### config.mk
export PLATFORM = sky130hd
export DESIGN_NAME = rs_alloc
export DESIGN_NICKNAME = d
export VERILOG_FILES = /design/src/rs_pkg.sv /design/src/rs_alloc.sv
export VERILOG_INCLUDE_DIRS = /design/src
export SDC_FILE = /design/constraint.sdc
export NUM_CORES = 1
export LEC_CHECK = 0
export BUFFER_PORTS_ARGS = -buffer_cell sky130_fd_sc_hd__buf_2
export CORE_AREA = 2 2 39 41
export DETAILED_ROUTE_END_ITERATION = 16
export DIE_AREA = 0 0 41 43
export GPL_TIMING_DRIVEN = 0
export PLACE_DENSITY = 0.33
export SYNTH_ARGS = -nofsm -noshare
export SYNTH_HDL_FRONTEND = slang
export SYNTH_SLANG_ARGS = --single-unit
### constraint.sdc
create_clock -name vclk -period 1.1
set_clock_uncertainty 0.2 [all_clocks]
set_input_delay 0.22 -clock vclk [all_inputs]
set_output_delay 0.22 -clock vclk [all_outputs]
set_load 0.02 [all_outputs]
### src/rs_params.svh
// Compile-time sizes only; RS_ENTRIES must be at least 2 and RS_IDX_W follows from it
`ifndef RS_PARAMS_SVH
`define RS_PARAMS_SVH

// --------------------------------------------------
// Station geometry
// --------------------------------------------------

// Entry count
`define RS_ENTRIES 8

// Entry index width
`define RS_IDX_W $clog2(`RS_ENTRIES)

// --------------------------------------------------
// Operand and payload widths
// --------------------------------------------------

// Physical tag
`define RS_TAG_W 6

// Opaque payload
`define RS_OP_W 16

`endif

### src/rs_pkg.sv
// Types only; only ALU and MEM classes exist and operand values are never carried
`include "rs_params.svh"

package rs_pkg;

    // --------------------------------------------------
    // Width types
    // --------------------------------------------------
    typedef logic [`RS_TAG_W-1:0] tag_t;
    typedef logic [`RS_IDX_W-1:0] rs_idx_t;
    typedef logic [`RS_OP_W-1:0]  op_t;

    // Functional unit class of an instruction
    typedef enum logic [0:0] {
        FU_ALU,
        FU_MEM
    } fu_class_t;

    // Per-entry lifecycle
    typedef enum logic [1:0] {
        ENT_FREE,
        ENT_WAIT,
        ENT_READY
    } entry_state_t;

    // --------------------------------------------------
    // Bus structs
    // --------------------------------------------------

    // Decoded instruction from dispatch
    typedef struct packed {
        op_t       op;
        fu_class_t fu;
        tag_t      dest;
        tag_t      src1;
        logic      src1_rdy;
        tag_t      src2;
        logic      src2_rdy;
    } rs_inst_t;

    // One completion broadcast
    typedef struct packed {
        logic valid;
        tag_t tag;
    } cdb_t;

    // Fields handed to a functional unit
    typedef struct packed {
        op_t       op;
        fu_class_t fu;
        tag_t      dest;
    } issue_t;

endpackage

### src/rs_alloc.sv
// Purely combinational; one instruction per cycle, lowest free index wins
`timescale 1ns/1ns
`include "rs_params.svh"

module rs_alloc
    import rs_pkg::*;
(
    input  logic                   dp_valid_i,
    input  logic [`RS_ENTRIES-1:0] free_i,
    output logic                   dp_ready_o,
    output logic [`RS_ENTRIES-1:0] alloc_o
);

    // Lowest free slot
    rs_idx_t pick_idx;

    // --------------------------------------------------
    // Priority select and write decode
    // --------------------------------------------------
    always_comb begin
        pick_idx   = '0;
        dp_ready_o = 1'b0;
        alloc_o    = '0;

        // Scan top down so the lowest free slot is written last
        for (int i = `RS_ENTRIES - 1; i >= 0; i--) begin
            if (free_i[i]) begin
                pick_idx   = rs_idx_t'(i);
                dp_ready_o = 1'b1;
            end
        end

        // Write strobe only on an actual transfer
        if (dp_valid_i && dp_ready_o) begin
            alloc_o[pick_idx] = 1'b1;
        end

        // At most one slot written
        a_alloc_onehot: assert ($onehot0(alloc_o))
            else $error("alloc_o %b has more than one slot set", alloc_o);
    end

endmodule

==> flow_metrics.tcl <==
set metrics [dict create \
    remaining_drc_errors 0 \
    nClkBuffers 0 \
    yosysSeqAreaShare 0 \
    coreArea_mm2 0.001384 \
    regArea_um2 0 \
    dieArea_mm2 0.001763 \
    power.leakage_nw 0.1890 \
    cp_top_family "simple AND/OR/NAND/NOR gates" \
    crit_chain "buf_8, and2b_2, nand3b_1, a21oi_2, buf_4" \
    p_total_uw 142.2 \
    timing.fmax_ghz 0.6758 \
    violations "setup timing" \
    ys_warn_count 0 \
    power_density_mw_per_mm2 284.2 \
    fin_crit_ns 1.480 \
    drtAntennaViolNets 0 \
    synth_top_area_share 0.1690 \
    crit_fanout 4 \
    rows 14 \
    die_h_um 43 \
    wl_um 704 \
    antennaDiodeCount 0 \
    cp_slowest_cell "and2b_2" \
    worstPathArrival_ns 1.06 \
    synthDistinctLibCells 18 \
    cp-end-kind "primary output" \
    finalMaxSlewViolations 0 \
    grtUsageTotal 0.08317 \
    setup_viol 9 \
    setup_tns_ns -2.555 \
    yosys.cell_count.top_type "nor3_2" \
    synth_fp_nets 32 \
    worst_slack_ns -0.3796 \
    drive_gt1_frac 0.8889 \
    status "finished, violations left" \
    io_buffer_count 18 \
    synth_cells 23 \
    drt_pass1_iterations 1 \
    io-pin-count 18 \
    grt_pass1_wl_um 1069 \
    synth_area_per_cell_um2 7.725 \
    holdCritPathClass "in -> out" \
    crit_required_ns 0.68 \
    slowest_delay_ns 0.27 \
    final_hold_viol_count 0 \
    start_util 0.1284 \
    vias_per_cell 4.393 \
    fill_cells 151 \
    gp_congestion 0.6311 \
    wl_per_cell_um 11.54 \
    fin_crit_sh 1.345 \
    grt_setup_unrepaired "true" \
    dr_total_vias 268 \
    synthToLayoutAreaGrowth_pct 181.7 \
    synth_common_cells "nor3_2, and2_1, nor2b_1, nor3_1" \
    die_w_um 41 \
    antenna_found_initial 0 \
    holdPathEnd "alloc_o[3]" \
    cp_num_buf_inv 2 \
    slew_headroom 0.8020 \
    fin_hold_ws_ns 0.5232 \
    worst_pin_slew_ns 0.2963 \
    nFlopsAndLatches 0 \
    critPathKind "in -> out" \
    synthTopCellsByArea "nor3_2, nor3_4, o2111ai_2" \
    final_nets 56 \
    ir_drop_uv 64.34 \
    syn_area_um2 177.7 \
    worst-path-stages 5 \
    cap_violations 0 \
    synth_area_leader_cell "nor3_2" \
    gr-total-overflow 0 \
    holdPathStages 3 \
    grt_pass1_vias 278 \
    drt_iter0_drc 0 \
    cp-start-kind "primary input" \
    hp-start "free_i[1]" \
    grt_max_degree 7 \
    fin_util 0.3617 \
]
-- report_power, final --
group	leakage [nW]	total, mW	internal [mW]	switching [mW]
Combinational	0.189	0.142	0.0749	0.0673
Sequential	0	0	0	0
Clock	0	0	0	0
-- repair_timing --
| action | in CTS | in global routing |
|---|---|---|
| setup endpoints to repair | 8 | 9 |
| pin swaps | 3 | 1 |
| resized for setup | 29 | 12 |
| endpoints found under the hold margin | 0 | 0 |
| hold buffers | 0 | 0 |
| buffers inserted | 4 | 0 |
-- stage by stage --
stage | instances | cell area [µm²] | setup slack (ns)
after floorplan | 23 | 206.4 | -0.1861
after CTS | 61 | 454.2 | -0.3823
after global placement | 57 | 316.6 | -0.4578
final | 61 | 500.5 | -0.3796
after detailed placement | 57 | 316.6 | -0.4725
after global routing | 61 | 500.5 | -0.4291
-- cell families after synthesis --
kind of cell,count (synthesis),share of synthesized area
AND/OR/NAND/NOR,16,0.6690
AO/OA/AOI/OAI,7,0.3309
-- area by class of cell --
cell class	count	area, µm²	area share
multi-input cells	23	256.5	0.5125
well taps	16	20.02	0.04000
repair buffers	22	224.0	0.4475
-- per-layer routing --
| metal | track usage | up-vias | wire, µm |
|---|---|---|---|
| met4 | 0 | 0 | 0 |
| met5 | 0 | - | 0 |
| met1 | 0.08946 | 125 | 262 |
| li1 | - | 133 | - |
| met3 | 0.01047 | 0 | 49 |
| met2 | 0.1656 | 10 | 392 |
-- cells in the final DEF, fill, tap and decap left out, drive strengths merged --
master	synthesis	layout
a21oi	2	2
and2	2	2
and2b	1	1
and3b	1	1
buf	0	22
nand2	1	1
nand3	1	1
nand3b	1	1
nor2	1	1
nor2b	2	2
nor3	6	6
o2111ai	1	1
o21a	1	1
o21ai	1	1
o21ba	1	1
o21bai	1	1
-- how the worst max path moves through the flow --
| stage | from | to |
|---|---|---|
| 6_report | free_i[0] | alloc_o[5] |
| 5_1_grt | free_i[3] | alloc_o[5] |
| 4_1_cts | free_i[0] | alloc_o[5] |
| 3_5_place_dp | free_i[0] | alloc_o[6] |
| 3_3_place_gp | free_i[0] | alloc_o[4] |
| 2_1_floorplan | free_i[0] | alloc_o[7] |
No activity file was read; power rests on OpenSTA's default activity.
