==> src/rs_params.svh <==
// Compile-time sizes only; RS_ENTRIES must be at least 2 and RS_IDX_W follows from it
`ifndef RS_PARAMS_SVH
`define RS_PARAMS_SVH

// --------------------------------------------------
// Station geometry
// --------------------------------------------------

// Entry count
`define RS_ENTRIES 8

// Entry index width
`define RS_IDX_W $clog2(`RS_ENTRIES)

// --------------------------------------------------
// Operand and payload widths
// --------------------------------------------------

// Physical tag
`define RS_TAG_W 6

// Opaque payload
`define RS_OP_W 16

`endif

==> src/rs_pkg.sv <==
// Types only; only ALU and MEM classes exist and operand values are never carried
`include "rs_params.svh"

package rs_pkg;

    // --------------------------------------------------
    // Width types
    // --------------------------------------------------
    typedef logic [`RS_TAG_W-1:0] tag_t;
    typedef logic [`RS_IDX_W-1:0] rs_idx_t;
    typedef logic [`RS_OP_W-1:0]  op_t;

    // Functional unit class of an instruction
    typedef enum logic [0:0] {
        FU_ALU,
        FU_MEM
    } fu_class_t;

    // Per-entry lifecycle
    typedef enum logic [1:0] {
        ENT_FREE,
        ENT_WAIT,
        ENT_READY
    } entry_state_t;

    // --------------------------------------------------
    // Bus structs
    // --------------------------------------------------

    // Decoded instruction from dispatch
    typedef struct packed {
        op_t       op;
        fu_class_t fu;
        tag_t      dest;
        tag_t      src1;
        logic      src1_rdy;
        tag_t      src2;
        logic      src2_rdy;
    } rs_inst_t;

    // One completion broadcast
    typedef struct packed {
        logic valid;
        tag_t tag;
    } cdb_t;

    // Fields handed to a functional unit
    typedef struct packed {
        op_t       op;
        fu_class_t fu;
        tag_t      dest;
    } issue_t;

endpackage

==> src/rs_entry.sv <==
// Single slot; alloc_i must only hit a free slot and grant_i only a requesting one
`timescale 1ns/1ns
`include "rs_params.svh"

module rs_entry
    import rs_pkg::*;
(
    input  logic     clk_i,
    input  logic     rst_i,
    input  logic     flush_i,
    input  logic     alloc_i,
    input  rs_inst_t inst_i,
    input  cdb_t     cdb_i,
    input  logic     alu_ready_i,
    input  logic     mem_ready_i,
    input  logic     grant_i,
    output logic     free_o,
    output logic     req_o,
    output issue_t   issue_o
);

    entry_state_t state_q;
    rs_inst_t     inst_q;
    // Instruction seen by the wakeup compare this cycle
    rs_inst_t     inst_cur;
    logic         hit1;
    logic         hit2;
    logic         rdy1_nxt;
    logic         rdy2_nxt;
    logic         class_ready;

    // --------------------------------------------------
    // Wakeup
    // --------------------------------------------------
    // Incoming instruction while being written and the stored one otherwise
    assign inst_cur = alloc_i ? inst_i : inst_q;

    assign hit1     = cdb_i.valid && (cdb_i.tag == inst_cur.src1);
    assign hit2     = cdb_i.valid && (cdb_i.tag == inst_cur.src2);
    assign rdy1_nxt = inst_cur.src1_rdy || hit1;
    assign rdy2_nxt = inst_cur.src2_rdy || hit2;

    // Lifecycle FSM with flush winning over everything
    always_ff @(posedge clk_i) begin
        if (rst_i || flush_i) begin
            state_q <= ENT_FREE;
        end else begin
            case (state_q)
                ENT_FREE: begin
                    if (alloc_i) begin
                        state_q <= (rdy1_nxt && rdy2_nxt) ? ENT_READY : ENT_WAIT;
                    end
                end
                ENT_WAIT: begin
                    if (rdy1_nxt && rdy2_nxt) begin
                        state_q <= ENT_READY;
                    end
                end
                ENT_READY: begin
                    if (grant_i) begin
                        state_q <= ENT_FREE;
                    end
                end
                default: state_q <= ENT_FREE;
            endcase
        end
    end

    // Payload plus sticky ready bits
    always_ff @(posedge clk_i) begin
        if (alloc_i || (state_q == ENT_WAIT)) begin
            inst_q          <= inst_cur;
            inst_q.src1_rdy <= rdy1_nxt;
            inst_q.src2_rdy <= rdy2_nxt;
        end
    end

    // --------------------------------------------------
    // Issue request
    // --------------------------------------------------
    assign class_ready = (inst_q.fu == FU_MEM) ? mem_ready_i : alu_ready_i;
    // No request in a flush cycle
    assign req_o       = (state_q == ENT_READY) && class_ready && !flush_i;
    assign free_o      = (state_q == ENT_FREE);

    assign issue_o.op   = inst_q.op;
    assign issue_o.fu   = inst_q.fu;
    assign issue_o.dest = inst_q.dest;

    // Allocator never overwrites a live slot
    a_alloc_free: assert property (@(posedge clk_i) disable iff (rst_i)
        alloc_i |-> (state_q == ENT_FREE));

    // Arbiter grants only requesters
    a_grant_req: assert property (@(posedge clk_i) disable iff (rst_i)
        grant_i |-> req_o);

endmodule

==> config.mk <==
export PLATFORM = sky130hd
export DESIGN_NAME = rs_entry
export DESIGN_NICKNAME = d
export VERILOG_FILES = /design/src/rs_pkg.sv /design/src/rs_entry.sv
export VERILOG_INCLUDE_DIRS = /design/src
export SDC_FILE = /design/constraint.sdc
export NUM_CORES = 1
export LEC_CHECK = 0
export BUFFER_PORTS_ARGS = -buffer_cell sky130_fd_sc_hd__buf_2
export CAP_MARGIN = 20
export CORE_MARGIN = 10
export CORE_UTILIZATION = 53
export CTS_BUF_LIST = sky130_fd_sc_hd__clkbuf_2 sky130_fd_sc_hd__clkbuf_4 sky130_fd_sc_hd__clkbuf_8
export DETAILED_ROUTE_END_ITERATION = 7
export PLACE_DENSITY = 0.93
export SYNTH_ARGS = -nofsm -noshare
export SYNTH_HDL_FRONTEND = slang
export SYNTH_SLANG_ARGS = --single-unit
export TNS_END_PERCENT = 50
==> constraint.sdc <==
create_clock -name clk_i -period 4.1 [get_ports clk_i]
set_input_delay 1.23 -clock clk_i [delete_from_list [all_inputs] [get_ports clk_i]]
set_output_delay 1.23 -clock clk_i [all_outputs]
set_load 0.01 [all_outputs]
==> metrics <==
VDD IR max=0.195 mV; sequential area share after synthesis=0.634; most common cell after layout, fill and taps aside=buf_2; Post-synth EDFFs=37; YS warnings=0; crit path from=flush_i; Clock Latency Late Sink=0.34 ns; hpwl dp=2.91 mm; slew margin rel.=0.656; Synth top area share=0.612; RR Endpoint=state_q[1]; syn avg cell area=16.8 um^2; Slew @ Worst Pin=0.516 ns; clock buffer depth=2; ys flop type=edfxtp_1; root buffer cell=clkbuf_4; Routed Antenna Nets=0; via count=1,036; number of buffers created by CTS=5; drt total wl=3.60 mm; power per cell area=404 mW/mm^2; standard-cell row count=21; reg-to-reg startpoint=inst_q[11]; final hold vios=0; clk slew on worst S/H paths=0.12 ns; Synth area leaders=edfxtp_1, buf_4, mux2_4, mux2_2, xnor2_1; IO Count=76; Cells after DPL=204; Hold Crit Class=flop to flop; worst reg2reg path depth=6; die width=78.5 um; Pre-antenna DRT Iters=4; ratio of cells with drive above 1 in the final layout=0.639; Worst Setup Start Kind=input port; clock sinks=39; cell area after layout=0.00212 mm^2; final non-filler cell total=212; fin. max-slew vios=0; IO buf count=75; period utilization=0.730; clock tree from TritonCTS=yes; setup TNS=0 ns; Yosys reg bits=39; net count after synthesis=159; Initial Utilization=0.548; Worst Path Max Fanout=3; CTS HTree Levels=2; Total GRT Usage=0.116; Die ar.=0.00617 mm^2; first-pass GRT wire length=5.50 mm; maximum clock rate=334 MHz; PostCTS Resize Cnt=0; routability congestion estimate=0.702; Die H=78.5 um; flop-to-flop setup slack=2.56 ns; largest net degree at the start of global routing=22; diode count=0; Synth Instances=108; ys async rst share=0; crit path DAT=1.76 ns; clk_skew=0.00792 ns; number of global-route vias before repair=1,118; synthesized area=0.00182 mm^2; Final #Nets=216; post-layout util=0.641; initial antenna violation count=0; wire per inst=17.0 um; postcts setup bufs=0; core area=0.00331 mm^2; Area after DPL=0.00204 mm^2; RSZ-0062 raised after global routing=false; area grow syn2layout=17.0%; drt via density=4.89; final setup vio count=0; Synth area leader=edfxtp_1; status=completed; distinct cell type count after synthesis=25; Crit Path Class=input port to output port; most frequent cells in the layout=buf_2, edfxtp_1, mux2_4; hold_ws=0.571 ns; Worst Path Required=2.87 ns; drc violations=0; Leak Pwr=0.909 nW; max-cap violations=0; CP endpoint kind=output port; DR iter-0 viols=48; Hold Crit Start=state_q[0]; Tmin final=2.99 ns; CP Capture Point=req_o; CTS Hold Bufs=0; total congestion overflow=0
## Yosys cell counts, drive strengths merged (2+ instances only)
| cell type | instances |
|---|---|
| xor2 | 4 |
| edfxtp | 37 |
| mux2 | 14 |
| xnor2 | 8 |
| buf | 25 |
| and4 | 2 |
| a31o | 2 |
| dfxtp | 2 |
| nor2 | 3 |
## metal layers
layer,global-route usage,vias up,part of all wire
met2,0.181,71,0.48
met4,0.0484,0,0.014
met3,0.0820,8,0.15
met5,0,-,0
met1,0.118,472,0.36
li1,-,485,-
## cells by family after synthesis
| kind of cell | after synthesis | synth area share |
|---|---|---|
| AOI/OAI and AO/OA | 6 | 0.0386 |
| DFF | 39 | 0.634 |
| muxes | 15 | 0.111 |
| and+or+nand+nor | 9 | 0.0303 |
| xor gates and xnor gates | 12 | 0.0662 |
| buffers and inverters | 27 | 0.120 |
## where the power goes
| part | switching [mW] | internal [mW] | total, mW |
|---|---|---|---|
| Sequential | 0.00860 | 0.473 | 0.482 |
| Combinational | 0.0594 | 0.0651 | 0.125 |
| Clock | 0.124 | 0.128 | 0.252 |
## state kept, by name, summed over array words and instances, names as in the netlist
register	cells
issue_o	23
inst_q	14
state_q	2
## critical path: stages
cell and delay (ns):
buf_2 0.11, nor4_1 0.23, buf_2 0.19
## worst min path at each step
stage                 end  slack (ns)  cells past startpoint
2_1_floorplan  state_q[1]        0.51                      1
3_3_place_gp   state_q[1]        0.53                      1
3_5_place_dp   state_q[1]        0.55                      1
4_1_cts        state_q[1]        0.57                      1
5_1_grt        state_q[1]        0.59                      1
6_report       state_q[1]        0.57                      1
## metrics by stage
| stage | total power [mW] | setup WS [ns] |
|---|---|---|
| 2_1_floorplan | 0.587 | 1.19 |
| 3_3_place_gp | 0.611 | 1.08 |
| 3_5_place_dp | 0.618 | 1.01 |
| 4_1_cts | 0.868 | 1.15 |
| 5_1_grt | 0.898 | 1.10 |
| 6_report | 0.859 | 1.11 |
## cell type report
class                      count  area (um^2)
tap                           46         57.6
multi-input combinational     42          447
inverter                       1         3.75
fill                         254         1190
sequential                    39         1150
clock inverter                 3         43.8
clock buffer                   5         37.5
timing repair buffer          76          383
No activity file was read; power rests on OpenSTA's default activity.
